**src/logic/spi_pkg.sv**
```systemverilog
package spi_pkg;

  // the length field is one bit short of holding MAX_CHAR, so zero stands for it
  localparam int CHAR_LEN_BITS = 5;
  localparam int MAX_CHAR = 2 ** CHAR_LEN_BITS;

  // one half period of the serial clock lasts clk_div + 1 system clocks
  localparam int DIV_BITS = 8;

  // transmit and receive words
  typedef logic [MAX_CHAR-1:0] spi_word_t;

  // requested character length
  typedef logic [CHAR_LEN_BITS-1:0] char_len_t;

  // remaining bits in a transfer, wide enough for MAX_CHAR itself
  typedef logic [CHAR_LEN_BITS:0] bit_cnt_t;

  // serial clock divider setting
  typedef logic [DIV_BITS-1:0] clk_div_t;

  typedef enum logic [1:0] {
    IDLE,
    LOAD,
    RUN,
    FINISH
  } ctrl_state_t;

  // number of bits in a character, with a zero length read as MAX_CHAR
  function automatic bit_cnt_t char_bits(input char_len_t len);
    if (len == '0) begin
      return bit_cnt_t'(MAX_CHAR);
    end
    return bit_cnt_t'(len);
  endfunction

endpackage

```
**src/logic/spi_edge_if.sv**
```systemverilog
`timescale 1ns/1ps

interface spi_edge_if;
  // strobes lead the matching s_clk change by one system clock
  logic pos_edge;
  logic neg_edge;
  logic s_clk;
  logic tip;
  logic last;

  modport gen (
    output pos_edge,
    output neg_edge,
    output s_clk,
    input  tip,
    input  last
  );

  modport shift (
    output tip,
    output last,
    input  pos_edge,
    input  neg_edge,
    input  s_clk
  );
endinterface

```
**src/logic/spi_clock_gen.sv**
```systemverilog
`timescale 1ns/1ps

module spi_clock_gen
  import spi_pkg::*;
(
  input  logic     clk,
  input  logic     rst,
  input  clk_div_t clk_div,
  spi_edge_if.gen  edge_bus
);

  clk_div_t cnt;
  logic     half_done;
  logic     final_edge;
  logic     toggle;
  logic     s_clk_next;

  // the rising strobe at the last bit only ends the transfer, sclk stays low
  assign final_edge = edge_bus.pos_edge && edge_bus.last;
  assign toggle = edge_bus.neg_edge || (edge_bus.pos_edge && !edge_bus.last);
  assign s_clk_next = edge_bus.s_clk ^ toggle;

  // no further strobes are scheduled once the final edge is out
  assign half_done = (cnt == clk_div) && !final_edge;

  always_ff @(posedge clk) begin
    if (rst || !edge_bus.tip) begin
      cnt <= '0;
    end else if (cnt == clk_div) begin
      cnt <= '0;
    end else begin
      cnt <= cnt + clk_div_t'(1);
    end
  end

  // s_clk moves at the end of each strobe cycle, so the strobes are set
  // from the level that s_clk is about to take
  always_ff @(posedge clk) begin
    if (rst || !edge_bus.tip) begin
      edge_bus.s_clk <= 1'b0;
      edge_bus.pos_edge <= 1'b0;
      edge_bus.neg_edge <= 1'b0;
    end else begin
      edge_bus.s_clk <= s_clk_next;
      edge_bus.pos_edge <= half_done && !s_clk_next;
      edge_bus.neg_edge <= half_done && s_clk_next;
    end
  end

  // a rising and a falling serial edge never share a cycle
  a_edges_exclusive: assert property (
    @(posedge clk) disable iff (rst)
    !(edge_bus.pos_edge && edge_bus.neg_edge)
  );

  // strobes stay quiet while the shifter has no transfer going
  a_quiet_without_tip: assert property (
    @(posedge clk) disable iff (rst)
    !edge_bus.tip |-> !edge_bus.pos_edge && !edge_bus.neg_edge && !edge_bus.s_clk
  );

endmodule

```
**src/logic/spi_shifter.sv**
```systemverilog
`timescale 1ns/1ps

module spi_shifter
  import spi_pkg::*;
(
  input  logic      clk,
  input  logic      rst,
  input  char_len_t len,
  input  logic      lsb,
  input  logic      go,
  input  logic      rx_negedge,
  input  logic      tx_negedge,
  input  logic      miso,
  output logic      mosi,
  input  spi_word_t mosi_data,
  output spi_word_t miso_data,
  spi_edge_if.shift edge_bus
);

  bit_cnt_t  cnt;
  spi_word_t tx_reg;
  spi_word_t tx_src;
  logic      tx_sel_edge;
  logic      rx_sel_edge;
  logic      tx_clk;
  logic      rx_clk;
  logic      launch;
  logic      shift_out;

  assign edge_bus.last = (cnt == '0);

  assign tx_sel_edge = tx_negedge ? edge_bus.neg_edge : edge_bus.pos_edge;
  assign rx_sel_edge = rx_negedge ? edge_bus.neg_edge : edge_bus.pos_edge;

  assign tx_clk = tx_sel_edge && !edge_bus.last;

  // a falling strobe at the last bit still sees s_clk high and takes the final bit
  assign rx_clk = rx_sel_edge && (!edge_bus.last || edge_bus.s_clk);

  // transmitting on falling edges needs the first bit on mosi before the first
  // rising edge, so it leaves together with go
  assign launch = go && !edge_bus.tip && tx_negedge;
  assign shift_out = (edge_bus.tip && tx_clk) || launch;
  assign tx_src = edge_bus.tip ? tx_reg : mosi_data;

  always_ff @(posedge clk) begin
    if (rst || !edge_bus.tip) begin
      cnt <= char_bits(len);
    end else if (edge_bus.pos_edge && !edge_bus.last) begin
      cnt <= cnt - bit_cnt_t'(1);
    end
  end

  always_ff @(posedge clk) begin
    if (rst) begin
      edge_bus.tip <= 1'b0;
    end else if (go && !edge_bus.tip) begin
      edge_bus.tip <= 1'b1;
    end else if (edge_bus.tip && edge_bus.last && edge_bus.pos_edge) begin
      edge_bus.tip <= 1'b0;
    end
  end

  always_ff @(posedge clk) begin
    if (rst) begin
      mosi <= 1'b0;
    end else if (shift_out) begin
      mosi <= lsb ? tx_src[0] : tx_src[MAX_CHAR-1];
    end
  end

  // ones fill in behind the data in either direction
  always_ff @(posedge clk) begin
    if (shift_out) begin
      if (lsb) begin
        tx_reg <= {1'b1, tx_src[MAX_CHAR-1:1]};
      end else begin
        tx_reg <= {tx_src[MAX_CHAR-2:0], 1'b1};
      end
    end else if (!edge_bus.tip) begin
      tx_reg <= mosi_data;
    end
  end

  always_ff @(posedge clk) begin
    if (rx_clk) begin
      miso_data <= {miso_data[MAX_CHAR-2:0], miso};
    end
  end

  // a transfer only begins on request from the control block
  a_tip_after_go: assert property (
    @(posedge clk) disable iff (rst)
    $rose(edge_bus.tip) |-> $past(go)
  );

  // between transfers the counter just holds the reload value
  a_cnt_idle_hold: assert property (
    @(posedge clk) disable iff (rst)
    (!edge_bus.tip && $past(!edge_bus.tip) && !go) |=> $stable(cnt)
  );

endmodule

```
**src/logic/spi_ctrl.sv**
```systemverilog
`timescale 1ns/1ps

module spi_ctrl
  import spi_pkg::*;
(
  input  logic      clk,
  input  logic      rst,
  input  logic      start,
  input  spi_word_t tx_data,
  input  char_len_t char_len,
  input  logic      lsb_first,
  input  logic      rx_negedge,
  input  logic      tx_negedge,
  input  clk_div_t  clk_div_in,
  output logic      busy,
  output logic      done,
  output logic      ss_n,
  output spi_word_t rx_data,
  output logic      go,
  output logic      lsb,
  output logic      sh_rx_negedge,
  output logic      sh_tx_negedge,
  output char_len_t len,
  output clk_div_t  clk_div,
  output spi_word_t mosi_data,
  input  spi_word_t miso_data,
  input  logic      tip
);

  ctrl_state_t state;
  ctrl_state_t state_next;
  spi_word_t   tx_q;
  spi_word_t   len_mask;
  bit_cnt_t    n_bits;
  logic        tip_seen;
  logic        run_done;

  assign n_bits = char_bits(len);

  // left-justify so that bit n-1 of the word is the first to leave
  assign mosi_data = lsb ? tx_q : (tx_q << (bit_cnt_t'(MAX_CHAR) - n_bits));

  // earlier bits of the receive register sit above the character and are dropped
  assign len_mask = (len == '0) ? '1 : ((spi_word_t'(1) << len) - spi_word_t'(1));

  assign run_done = (state == RUN) && tip_seen && !tip;

  assign go = (state == LOAD);
  assign busy = (state != IDLE);
  assign done = (state == FINISH);
  assign ss_n = (state == IDLE);

  always_comb begin
    state_next = state;
    case (state)
      IDLE: begin
        if (start) begin
          state_next = LOAD;
        end
      end
      LOAD: begin
        state_next = RUN;
      end
      RUN: begin
        if (run_done) begin
          state_next = FINISH;
        end
      end
      default: begin
        state_next = IDLE;
      end
    endcase
  end

  always_ff @(posedge clk) begin
    if (rst) begin
      state <= IDLE;
      tip_seen <= 1'b0;
    end else begin
      state <= state_next;
      tip_seen <= (state == RUN) && (tip_seen || tip);
    end
  end

  // settings are frozen for the whole transfer, later starts are not sampled
  always_ff @(posedge clk) begin
    if (rst) begin
      lsb <= 1'b0;
      sh_rx_negedge <= 1'b0;
      sh_tx_negedge <= 1'b0;
      len <= '0;
      clk_div <= '0;
    end else if (state == IDLE && start) begin
      lsb <= lsb_first;
      sh_rx_negedge <= rx_negedge;
      sh_tx_negedge <= tx_negedge;
      len <= char_len;
      clk_div <= clk_div_in;
    end
  end

  always_ff @(posedge clk) begin
    if (state == IDLE && start) begin
      tx_q <= tx_data;
    end
  end

  // the word is ready in the same cycle as done
  always_ff @(posedge clk) begin
    if (rst) begin
      rx_data <= '0;
    end else if (run_done) begin
      rx_data <= miso_data & len_mask;
    end
  end

  // FINISH, and with it done, follows only a completed run of the shifter
  a_done_after_run: assert property (
    @(posedge clk) disable iff (rst)
    done |-> !tip && $past(state == RUN)
  );

endmodule

```
**src/logic/spi_master_top.sv**
```systemverilog
`timescale 1ns/1ps

module spi_master_top
  import spi_pkg::*;
(
  input  logic      clk,
  input  logic      rst,
  input  logic      start,
  input  spi_word_t tx_data,
  input  char_len_t char_len,
  input  logic      lsb_first,
  input  logic      rx_negedge,
  input  logic      tx_negedge,
  input  clk_div_t  clk_div,
  output logic      busy,
  output logic      done,
  output spi_word_t rx_data,
  output logic      sclk,
  output logic      mosi,
  output logic      ss_n,
  input  logic      miso
);

  logic      go;
  logic      lsb;
  logic      sh_rx_negedge;
  logic      sh_tx_negedge;
  char_len_t len;
  clk_div_t  sh_clk_div;
  spi_word_t mosi_data;
  spi_word_t miso_data;

  spi_edge_if edge_bus ();

  assign sclk = edge_bus.s_clk;

  spi_ctrl u_spi_ctrl (
    .clk           (clk),
    .rst           (rst),
    .start         (start),
    .tx_data       (tx_data),
    .char_len      (char_len),
    .lsb_first     (lsb_first),
    .rx_negedge    (rx_negedge),
    .tx_negedge    (tx_negedge),
    .clk_div_in    (clk_div),
    .busy          (busy),
    .done          (done),
    .ss_n          (ss_n),
    .rx_data       (rx_data),
    .go            (go),
    .lsb           (lsb),
    .sh_rx_negedge (sh_rx_negedge),
    .sh_tx_negedge (sh_tx_negedge),
    .len           (len),
    .clk_div       (sh_clk_div),
    .mosi_data     (mosi_data),
    .miso_data     (miso_data),
    .tip           (edge_bus.tip)
  );

  spi_clock_gen u_spi_clock_gen (
    .clk      (clk),
    .rst      (rst),
    .clk_div  (sh_clk_div),
    .edge_bus (edge_bus.gen)
  );

  spi_shifter u_spi_shifter (
    .clk        (clk),
    .rst        (rst),
    .len        (len),
    .lsb        (lsb),
    .go         (go),
    .rx_negedge (sh_rx_negedge),
    .tx_negedge (sh_tx_negedge),
    .miso       (miso),
    .mosi       (mosi),
    .mosi_data  (mosi_data),
    .miso_data  (miso_data),
    .edge_bus   (edge_bus.shift)
  );

endmodule

```
**config.mk**
```make
export PLATFORM = sky130hd
export DESIGN_NAME = spi_master_top
export DESIGN_NICKNAME = d
export VERILOG_FILES = /design/src/logic/spi_pkg.sv /design/src/logic/spi_edge_if.sv /design/src/logic/spi_clock_gen.sv /design/src/logic/spi_shifter.sv /design/src/logic/spi_ctrl.sv /design/src/logic/spi_master_top.sv
export SDC_FILE = /design/constraint.sdc
export NUM_CORES = 1
export LEC_CHECK = 0
export BUFFER_PORTS_ARGS = -buffer_cell sky130_fd_sc_hd__buf_2
export CAP_MARGIN = 10
export CORE_MARGIN = 8
export CORE_UTILIZATION = 30
export CTS_CLUSTER_DIAMETER = 60
export DETAILED_ROUTE_END_ITERATION = 6
export PLACE_DENSITY_LB_ADDON = 0.12
export SLEW_MARGIN = 20
export SYNTH_ARGS = -nofsm -noshare
export SYNTH_HDL_FRONTEND = slang
export SYNTH_SLANG_ARGS = --single-unit
```
**constraint.sdc**
```tcl
create_clock -name clk -period 3.1 [get_ports clk]
set_input_delay 0.155 -clock clk [delete_from_list [all_inputs] [get_ports clk]]
set_output_delay 0.155 -clock clk [all_outputs]
set_load 0.02 [all_outputs]
```
==> results.tsv, run 1 <==
metric	value	unit
status	finished, final reports clean	
Core ar.	32200	µm²
largest net degree at the start of global routing	55	
site row count	66	
Top FF cell, synth	dfxtp_1	
area of the multi-input gates	5280	µm²
crit path capture	u_spi_shifter.tx_reg[17]	
Cell Pwr Density	994	nW/µm²
synth warn	0	
final WL	33.6	mm
sequential fraction of the synthesis area	0.413	
hold slack	26.7	ps
# diodes	0	
Die H	196	µm
critical path peak fanout	30	
port bufs	88	
hpwl dp	24.3	mm
r2r startpoint	u_spi_ctrl.len[1]	
Max-Slew Margin vs Limit	0.349	
MaxCap Viol Count	0	
Fill cells	3298	
Root Driver	clkbuf_16	
CTS tree	built	
Vias	8790	
setup_tns	0	ps
H-tree depth	4	
vias per inst	5.57	
worst r2r path cells	10	
DR iter-0 viols	901	
synthesized flop and latch total	166	
Post-synth ARST share	0	
Max Clock Skew	11.4	ps
Post-CTS Setup Bufs	0	
Final Max Slew Viols	0	
Area growth, synth to finish	21.6	%
Crit. End Element	flip-flop	
Final Hold Vio Count	0	
PnR worst setup slack	164	ps
number of distinct library cells after synthesis	85	
Worst-Skew Late Latency	440	ps
minimum clock period after layout	2940	ps
Clock transition at path regs	70	ps
clk sinks	166	
Wirelength per Cell	21.3	µm
Mean Syn Cell Area	9.41	µm²
HP Class	in -> reg	
initial antenna violation count	0	
routability congestion estimate	0.878	
leakage	4.30	nW
die width	196	µm
vias in the first global route	8561	
fmax	341	MHz
CP Class	reg -> reg	
share of post-route cells with drive strength above 1	0.214	
Worst Max-Slew Pin Slew	972	ps
sequential standard cell area	4030	µm²
reg-to-reg endpoint	u_spi_shifter.tx_reg[17]	
critical path startpoint category	flip-flop	
Tcrit/Tclk final	0.947	
cts bufs inserted	17	
Setup-failing EPs final	0	
Post-Syn Instances	1034	
global-route wire length before repair	52.3	mm
maximum vdd drop	340	µV
gr ovfl total	0	
synthesized cell area	9730	µm²
required time of the critical path	3410	ps
die area	38500	µm²
RSZ-0062 raised after global routing	false	
synthesized net count	1094	
gr usage total	0.174	
DRT Pass-1 Iters	7	
DRC viols	0	
Initial Util	0.302	
worst slack at placement	135	ps
clk buf depth	2	
reg2reg setup slack	160	ps
ANT nets after route	0	
Critical Path AT	3240	ps
Nets	1217	
crit path from	u_spi_ctrl.len[1]	
number of synthesized flops with an enable pin	70	
I/O pin cnt	89	
[metal layers]
layer	part of all wire	global-route usage	routed length (µm)
met5	0	0	0
met4	0.016	0.0449	542
met2	0.43	0.251	14400
met3	0.076	0.0391	2550
met1	0.48	0.256	16100
[what timing repair did]
| item | in CTS | in global routing |
|---|---|---|
| setup endpoints to repair | 0 | 7 |
| hold buffers | 48 | 0 |
| hold endpoints to repair | 48 | 0 |
| gates resized for setup | 0 | 4 |
[layout by cell type, fill, tap and decap left out, types with 7 or more instances in the layout]
master,instances
a211oi_1,12
a21oi_1,98
a31oi_1,7
and2_1,7
buf_2,88
buf_4,46
clkbuf_16,17
dfxtp_1,93
dlygate4sd3_1,48
edfxtp_1,70
inv_1,13
mux2_1,7
mux2_2,23
mux2i_1,42
mux4_2,30
nand2_1,149
nand2b_1,9
nand3_1,37
nor2_1,65
nor3_1,22
o2111ai_1,7
o211ai_1,11
o21ai_0,57
o22ai_1,20
xnor2_1,16
[Yosys cell counts, types with 7 or more instances]
master     count  area share
nand2_1      149       0.057
a21oi_1       98       0.050
dfxtp_1       96        0.20
edfxtp_1      70        0.22
nor2_1        65       0.025
o21ai_0       57       0.029
clkbuf_1      53       0.020
mux2i_1       43       0.044
nand3_1       37       0.019
mux4_2        30       0.069
mux2_2        23       0.027
nor3_1        22       0.011
o22ai_1       20       0.013
xnor2_1       16       0.014
buf_2         14      0.0072
inv_1         13      0.0050
a211oi_1      12      0.0093
o211ai_1      11      0.0085
nand2b_1       9      0.0058
a31oi_1        8      0.0051
ha_1           8       0.010
and2_1         7      0.0045
mux2_1         7      0.0081
o2111ai_1      7      0.0063
[worst max-delay path, stage by stage, from the launching register on]
cell	delay [ps]
dfxtp_1	350
inv_1	80
ha_2	340
buf_12	210
buf_6	200
mux2_2	360
mux4_2	470
nor3_1	180
a21oi_1	130
a222oi_1	330
o22ai_1	130
[worst min path at each step]
| stage | start | endpoint | slack, ps | cells past startpoint |
|---|---|---|---|---|
| CTS | char_len[1] | u_spi_ctrl.len[1] | 2 | 3 |
| floorplan | tx_data[0] | u_spi_ctrl.tx_q[0] | 250 | 0 |
| detailed placement | miso | u_spi_shifter.miso_data[0] | 330 | 1 |
| global placement | tx_data[28] | u_spi_ctrl.tx_q[28] | 330 | 1 |
| finish | char_len[1] | u_spi_ctrl.len[1] | 30 | 3 |
| global route | char_len[1] | u_spi_ctrl.len[1] | 30 | 3 |
[where the power goes]
group	internal [W]	leakage (nW)	total, W	switching [W]
Combinational	0.00254	2.57	0.00619	0.00365
Clock	0.00129	0.288	0.00224	0.000946
Sequential	0.00282	1.45	0.00334	0.000513
Total	0.00666	4.30	0.0118	0.00511
[cell type report]
| type | instances | share of cell area |
|---|---|---|
| Multi-Input combinational cell | 768 | 0.446 |
| Sequential cell | 166 | 0.340 |
| Timing Repair Buffer | 187 | 0.115 |
| Tap cell | 408 | 0.0431 |
| Clock buffer | 21 | 0.0380 |
| Clock inverter | 11 | 0.0125 |
| Inverter | 17 | 0.00539 |
[cells by family (layout without fill, tap and decap cells)]
logic type / after synthesis / count (layout) / synth area share
adder cells (fa/ha/maj): 8 / 8 / 0.0103
AO/OA/AOI/OAI: 304 / 304 / 0.203
XOR/XNOR: 25 / 25 / 0.0248
multiplexers: 104 / 104 / 0.150
AND/OR/NAND/NOR: 327 / 327 / 0.152
flip-flops: 166 / 166 / 0.413
buffers and inverters: 100 / 236 / 0.0465
[per-stage QoR]
stage               cell area [µm²]   util  instances  power [W]
CTS                           11800  0.367       1578     0.0117
floorplan                      9740      -       1034    0.00740
global route                  11800  0.368       1578     0.0124
global placement              10700  0.334       1498    0.00944
detailed placement            10700  0.334       1498    0.00936
finish                        11800  0.368       1578     0.0118
No activity file was read; power rests on OpenSTA's default activity.
==> inputs of run 2 (changes only) <==
--- a/config.mk
+++ b/config.mk
@@ -8,8 +8,8 @@
 export BUFFER_PORTS_ARGS = -buffer_cell sky130_fd_sc_hd__buf_2
 export CAP_MARGIN = 10
 export CORE_MARGIN = 8
-export CORE_UTILIZATION = 30
-export CTS_CLUSTER_DIAMETER = 60
+export CORE_UTILIZATION = 50
+export CTS_CLUSTER_DIAMETER = 100
 export DETAILED_ROUTE_END_ITERATION = 6
 export PLACE_DENSITY_LB_ADDON = 0.12
 export SLEW_MARGIN = 20
==> constraint.sdc (replaced) <==
create_clock -name clk -period 3.1 [get_ports clk]
set_input_delay 0.465 -clock clk [delete_from_list [all_inputs] [get_ports clk]]
set_output_delay 0.465 -clock clk [all_outputs]
set_load 0.02 [all_outputs]
==> run 2 against run 1 <==
Effect of this change: clock power decreased by 3%; combinational power decreased by 3.6%; register-to-register slack improved by 40 ps; core utilization increased by 21 points; critical path type unchanged.
==> results.tsv, run 2 (synthesis gave the netlist of run 1 again) <==
metric	value	unit	change
initial antenna violation count	1		was 0
Initial Util	0.505		was 0.302
setup_tns	0	ps	unchanged
hold slack	200	ps	was 26.7 ps
HP Class	in -> reg		unchanged
# diodes	0		unchanged
reg2reg setup slack	200	ps	was 160 ps
worst slack at placement	155	ps	was 135 ps
sequential standard cell area	4030	µm²	about the same
critical path startpoint category	flip-flop		unchanged
maximum vdd drop	663	µV	was 340 µV
gr ovfl total	0		unchanged
DR iter-0 viols	1132		was 901
critical path peak fanout	43		was 30
cts bufs inserted	17		unchanged
Wirelength per Cell	21.0	µm	was 21.3 µm
Final Max Slew Viols	0		unchanged
DRC viols	0		unchanged
CP Class	reg -> reg		unchanged
commonest non-fill, non-tap cell in the layout	nand2_1		unchanged
reg-to-reg endpoint	u_spi_shifter.tx_reg[28]		was u_spi_shifter.tx_reg[17]
Post-Layout Inst Area	11100	µm²	was 11,800 µm²
PnR worst setup slack	200	ps	was 164 ps
crit path capture	u_spi_shifter.tx_reg[28]		was u_spi_shifter.tx_reg[17]
Tcrit/Tclk final	0.935		was 0.947
minimum clock period after layout	2900	ps	was 2940 ps
die area	24200	µm²	was 38,500 µm²
Worst Max-Slew Pin Slew	1020	ps	was 972 ps
Cell Pwr Density	1030	nW/µm²	was 994 nW/µm²
Clock transition at path regs	80	ps	was 70 ps
leakage	4.08	nW	was 4.30 nW
RSZ-0062 raised after global routing	false		unchanged
Post-CTS Setup Bufs	0		unchanged
Worst-Skew Late Latency	430	ps	was 440 ps
CTS tree	built		unchanged
area of the multi-input gates	5290	µm²	was 5280 µm²
ANT nets after route	0		unchanged
H-tree depth	4		unchanged
MaxCap Viol Count	0		unchanged
routability congestion estimate	0.969		was 0.878
largest net degree at the start of global routing	55		unchanged
vias in the first global route	8091		was 8,561
global-route wire length before repair	46.0	mm	was 52.3 mm
required time of the critical path	3410	ps	about the same
Core ar.	19300	µm²	was 32,200 µm²
port bufs	88		unchanged
Max Clock Skew	20.6	ps	was 11.4 ps
fmax	345	MHz	was 341 MHz
Fill cells	1776		was 3,298
cell total after placement	1352		was 1,498
crit path from	u_spi_ctrl.len[1]		unchanged
die width	156	µm	was 196 µm
gr usage total	0.241		was 0.174
share of post-route cells with drive strength above 1	0.222		was 0.214
clk buf depth	2		unchanged
final WL	29.0	mm	was 33.6 mm
Final Hold Vio Count	0		unchanged
Crit. End Element	flip-flop		unchanged
Critical Path AT	3210	ps	was 3240 ps
clk sinks	166		unchanged
r2r startpoint	u_spi_ctrl.len[1]		unchanged
post-cts resize count	0		unchanged
DRT Pass-1 Iters	5		was 7
Hold-fix buffers, CTS	0		was 48
worst r2r path cells	10		unchanged
placed inst area	10500	µm²	was 10,700 µm²
site row count	51		was 66
status	finished, final reports clean		unchanged
Max-Slew Margin vs Limit	0.320		was 0.349
Area growth, synth to finish	14.5	%	was 21.6%
Setup-failing EPs final	0		unchanged
vias per inst	6.20		was 5.57
Layout Cells excl Fill	1384		was 1,578
most frequent cells in the layout	nand2_1, a21oi_1, dfxtp_1		unchanged
Die H	156	µm	was 196 µm
I/O pin cnt	89		unchanged
Vias	8577		was 8,790
Nets	1166		was 1,217
Root Driver	clkbuf_16		unchanged
hpwl dp	20.7	mm	was 24.3 mm
Hold Path Depth	1		was 3
## run 2: changes by cell type in the layout (fill, tap and decap cells not counted), moves of 2 or more
| cell | delta |
|---|---|
| dlygate4sd3_1 | -48 |
| inv_6 | +3 |
| a2111oi_0 | -2 |
| buf_12 | -2 |
| bufinv_16 | -2 |
| clkbuf_1 | -2 |
| clkinv_2 | -2 |
## run 2: worst min-delay path by stage
stage / start / endpoint / slack [ps]
floorplan: u_spi_shifter.miso_data[16] / u_spi_shifter.miso_data[17] / 420
global placement: u_spi_shifter.miso_data[10] / u_spi_shifter.miso_data[11] / 430
detailed placement: u_spi_shifter.miso_data[22] / u_spi_shifter.miso_data[23] / 440
CTS: tx_data[13] / u_spi_ctrl.tx_q[13] / 190
global route: tx_data[2] / u_spi_ctrl.tx_q[2] / 180
finish: tx_data[2] / u_spi_ctrl.tx_q[2] / 200
## run 2: where the power goes
group | switching, W | internal [W] | total (W) | leakage (nW)
Sequential | 0.000517 | 0.00283 | 0.00334 | 1.45
Clock | 0.000961 | 0.00121 | 0.00217 | 0.288
Combinational | 0.00350 | 0.00247 | 0.00597 | 2.34
Total | 0.00498 | 0.00650 | 0.0115 | 4.08
## run 2: area by class of cell
| cell class | count | share of cell area |
|---|---|---|
| multi-input cells | 768 | 0.474 |
| well taps | 265 | 0.0298 |
| clock buffers | 20 | 0.0420 |
| inverters | 17 | 0.00573 |
| repair buffers | 136 | 0.0745 |
| flip-flops and latches | 166 | 0.362 |
| clock inverters | 12 | 0.0120 |
## run 2: stage by stage
stage	total power (W)	utilization
global route	0.0121	0.578
CTS	0.0113	0.577
floorplan	0.00740	-
detailed placement	0.00912	0.546
global placement	0.00911	0.546
finish	0.0115	0.578
## run 2: routing by layer
metal	global-route usage	routed length, µm	vias up
met1	0.362	13500	4091
met4	0.0619	438	0
met3	0.0558	3020	35
li1	-	-	4014
met5	0	0	-
met2	0.337	12100	437
## run 2: worst max-delay path, stage by stage, from the launching register on
cell	delay (ps)
dfxtp_1	340
inv_1	80
ha_2	350
buf_12	240
buf_6	200
mux2i_2	270
mux2i_1	180
mux4_2	500
mux2i_1	200
a211oi_1	90
or3_1	300
==> inputs of run 3 (changes only) <==
--- a/config.mk
+++ b/config.mk
@@ -12,6 +12,7 @@
 export CTS_CLUSTER_DIAMETER = 100
 export DETAILED_ROUTE_END_ITERATION = 6
 export PLACE_DENSITY_LB_ADDON = 0.12
+export REMOVE_ABC_BUFFERS = 1
 export SLEW_MARGIN = 20
 export SYNTH_ARGS = -nofsm -noshare
 export SYNTH_HDL_FRONTEND = slang
==> run 3 against run 2 <==
Effect of this change: the run now ends with design-rule violations left; clock-buffer cell count down 2; core utilization fell by 0.22 points; clock skew fell by 5.8 ps; worst setup slack lost 25 ps; highest routed layer is now met5.
==> results.tsv, run 3 (synthesis gave the netlist of run 1 again) <==
metric	value	unit	change
minimum clock period after layout	2920	ps	was 2900 ps
commonest non-fill, non-tap cell in the layout	nand2_1		unchanged
largest net degree at the start of global routing	55		unchanged
Hold-fix buffers, CTS	0		unchanged
Nets	1165		was 1,166
Setup-failing EPs final	0		unchanged
port bufs	88		unchanged
Critical Path AT	3240	ps	was 3210 ps
Initial Util	0.505		unchanged
DRT Pass-1 Iters	7		was 5
MaxCap Viol Count	0		unchanged
H-tree depth	4		unchanged
maximum vdd drop	610	µV	was 663 µV
cts bufs inserted	17		unchanged
vias per inst	6.24		was 6.20
vias in the first global route	8301		was 8,091
RSZ-0062 raised after global routing	false		unchanged
site row count	51		unchanged
Final Hold Vio Count	0		unchanged
Worst Max-Slew Pin Slew	799	ps	was 1020 ps
Crit. End Element	flip-flop		unchanged
worst slack at placement	112	ps	was 155 ps
critical path's slowest cell	mux4_2		unchanged
ANT nets after route	0		unchanged
final WL	29.0	mm	about the same
Tcrit/Tclk final	0.944		was 0.935
gr ovfl total	0		unchanged
fmax	342	MHz	was 345 MHz
leakage	4.06	nW	was 4.08 nW
initial antenna violation count	3		was 1
HP Class	in -> reg		unchanged
required time of the critical path	3410	ps	about the same
hpwl dp	20.4	mm	was 20.7 mm
hold slack	196	ps	was 200 ps
Area growth, synth to finish	14.0	%	was 14.5%
CTS tree	built		unchanged
routability congestion estimate	1.00		was 0.969
gr usage total	0.244		was 0.241
violated checks	design-rule violations		
share of post-route cells with drive strength above 1	0.219		was 0.222
PnR worst setup slack	175	ps	was 200 ps
CP Cell Sequence	inv_1 > ha_4 > buf_4 > mux2_2 > mux4_2 > nor4_1 > nor3_1 > nand2_1 > o221ai_1		was inv_1 > ha_2 > buf_12 > buf_6 > mux2i_2 > mux2i_1 > mux4_2 > mux2i_1 > a211oi_1 > or3_1
Root Driver	clkbuf_16		unchanged
Core ar.	19300	µm²	unchanged
critical path peak fanout	17		was 43
Max-Slew Margin vs Limit	0.462		was 0.320
Wirelength per Cell	20.9	µm	was 21.0 µm
Cell Pwr Density	1010	nW/µm²	was 1030 nW/µm²
cell total after placement	1351		was 1,352
CP Class	reg -> reg		unchanged
DR iter-0 viols	1045		was 1,132
Post-CTS Setup Bufs	0		unchanged
critical path startpoint category	flip-flop		unchanged
Layout Cells excl Fill	1384		unchanged
die area	24200	µm²	unchanged
Clock transition at path regs	70	ps	was 80 ps
post-cts resize count	0		unchanged
I/O pin cnt	89		unchanged
most frequent cells in the layout	nand2_1, a21oi_1, dfxtp_1		unchanged
clk sinks	166		unchanged
status	complete, but fails checks		was finished, final reports clean
clk buf depth	2		unchanged
Fill cells	1765		was 1,776
Worst-Skew Late Latency	440	ps	was 430 ps
Die H	156	µm	unchanged
DRC viols	4		was 0
Final Max Slew Viols	0		unchanged
slowest stage delay, CP	500	ps	about the same
Vias	8641		was 8,577
global-route wire length before repair	46.7	mm	was 46.0 mm
Max Clock Skew	14.8	ps	was 20.6 ps
die width	156	µm	unchanged
[run 3: metrics by stage]
step | cell area (µm²) | TNS [ps] | power [W] | utilization
2_1_floorplan | 9340 | -68850 | 0.00719 | -
4_1_cts | 11100 | 0 | 0.0111 | 0.575
3_3_place_gp | 10500 | 0 | 0.00897 | 0.544
6_report | 11100 | 0 | 0.0112 | 0.576
3_5_place_dp | 10500 | 0 | 0.00898 | 0.544
5_1_grt | 11100 | 0 | 0.0119 | 0.576
[run 3: metal layers]
metal / global-route usage / vias to the layer above / wire, µm
met5: 0 / - / 23
met4: 0.0767 / 4 / 665
met3: 0.0630 / 60 / 2440
met2: 0.382 / 426 / 13600
met1: 0.324 / 4131 / 12300
li1: - / 4020 / -
[run 3: cell type report]
cell class / count / area [µm²] / area share
Antenna cell: 1 / 2.50 / 0.000225
Sequential cell: 166 / 4030 / 0.363
Timing Repair Buffer: 135 / 793 / 0.0715
Inverter: 17 / 63.8 / 0.00575
Multi-Input combinational cell: 768 / 5290 / 0.477
Clock buffer: 18 / 429 / 0.0387
Tap cell: 265 / 332 / 0.0299
Clock inverter: 14 / 160 / 0.0144
[run 3: final timing paths]
check | from | to | slack (ps) | cells past startpoint
max | u_spi_ctrl.len[1] | u_spi_shifter.tx_reg[22] | 180 | 9
min | tx_data[31] | u_spi_ctrl.tx_q[31] | 200 | 1
max reg2reg | u_spi_ctrl.len[1] | u_spi_shifter.tx_reg[22] | 180 | 9
min reg2reg | u_spi_ctrl.rx_data[15] | u_spi_ctrl.rx_data[15] | 450 | 2
[run 3: worst max-delay path, delay by kind of cell (launching register included)]
kind / cells / cell delay (ps)
AO/OA/AOI/OAI: 1 / 120
multiplexers: 2 / 900
adder cells (fa/ha/maj): 1 / 400
flip-flops: 1 / 330
AND/OR/NAND/NOR: 3 / 650
buffers and inverters: 2 / 390
[run 3: report_power, final]
group,switching (W),internal (W),leakage (nW)
logic,0.00343,0.00240,2.33
registers,0.000472,0.00282,1.45
clock network,0.00101,0.00108,0.280
total,0.00492,0.00631,4.06
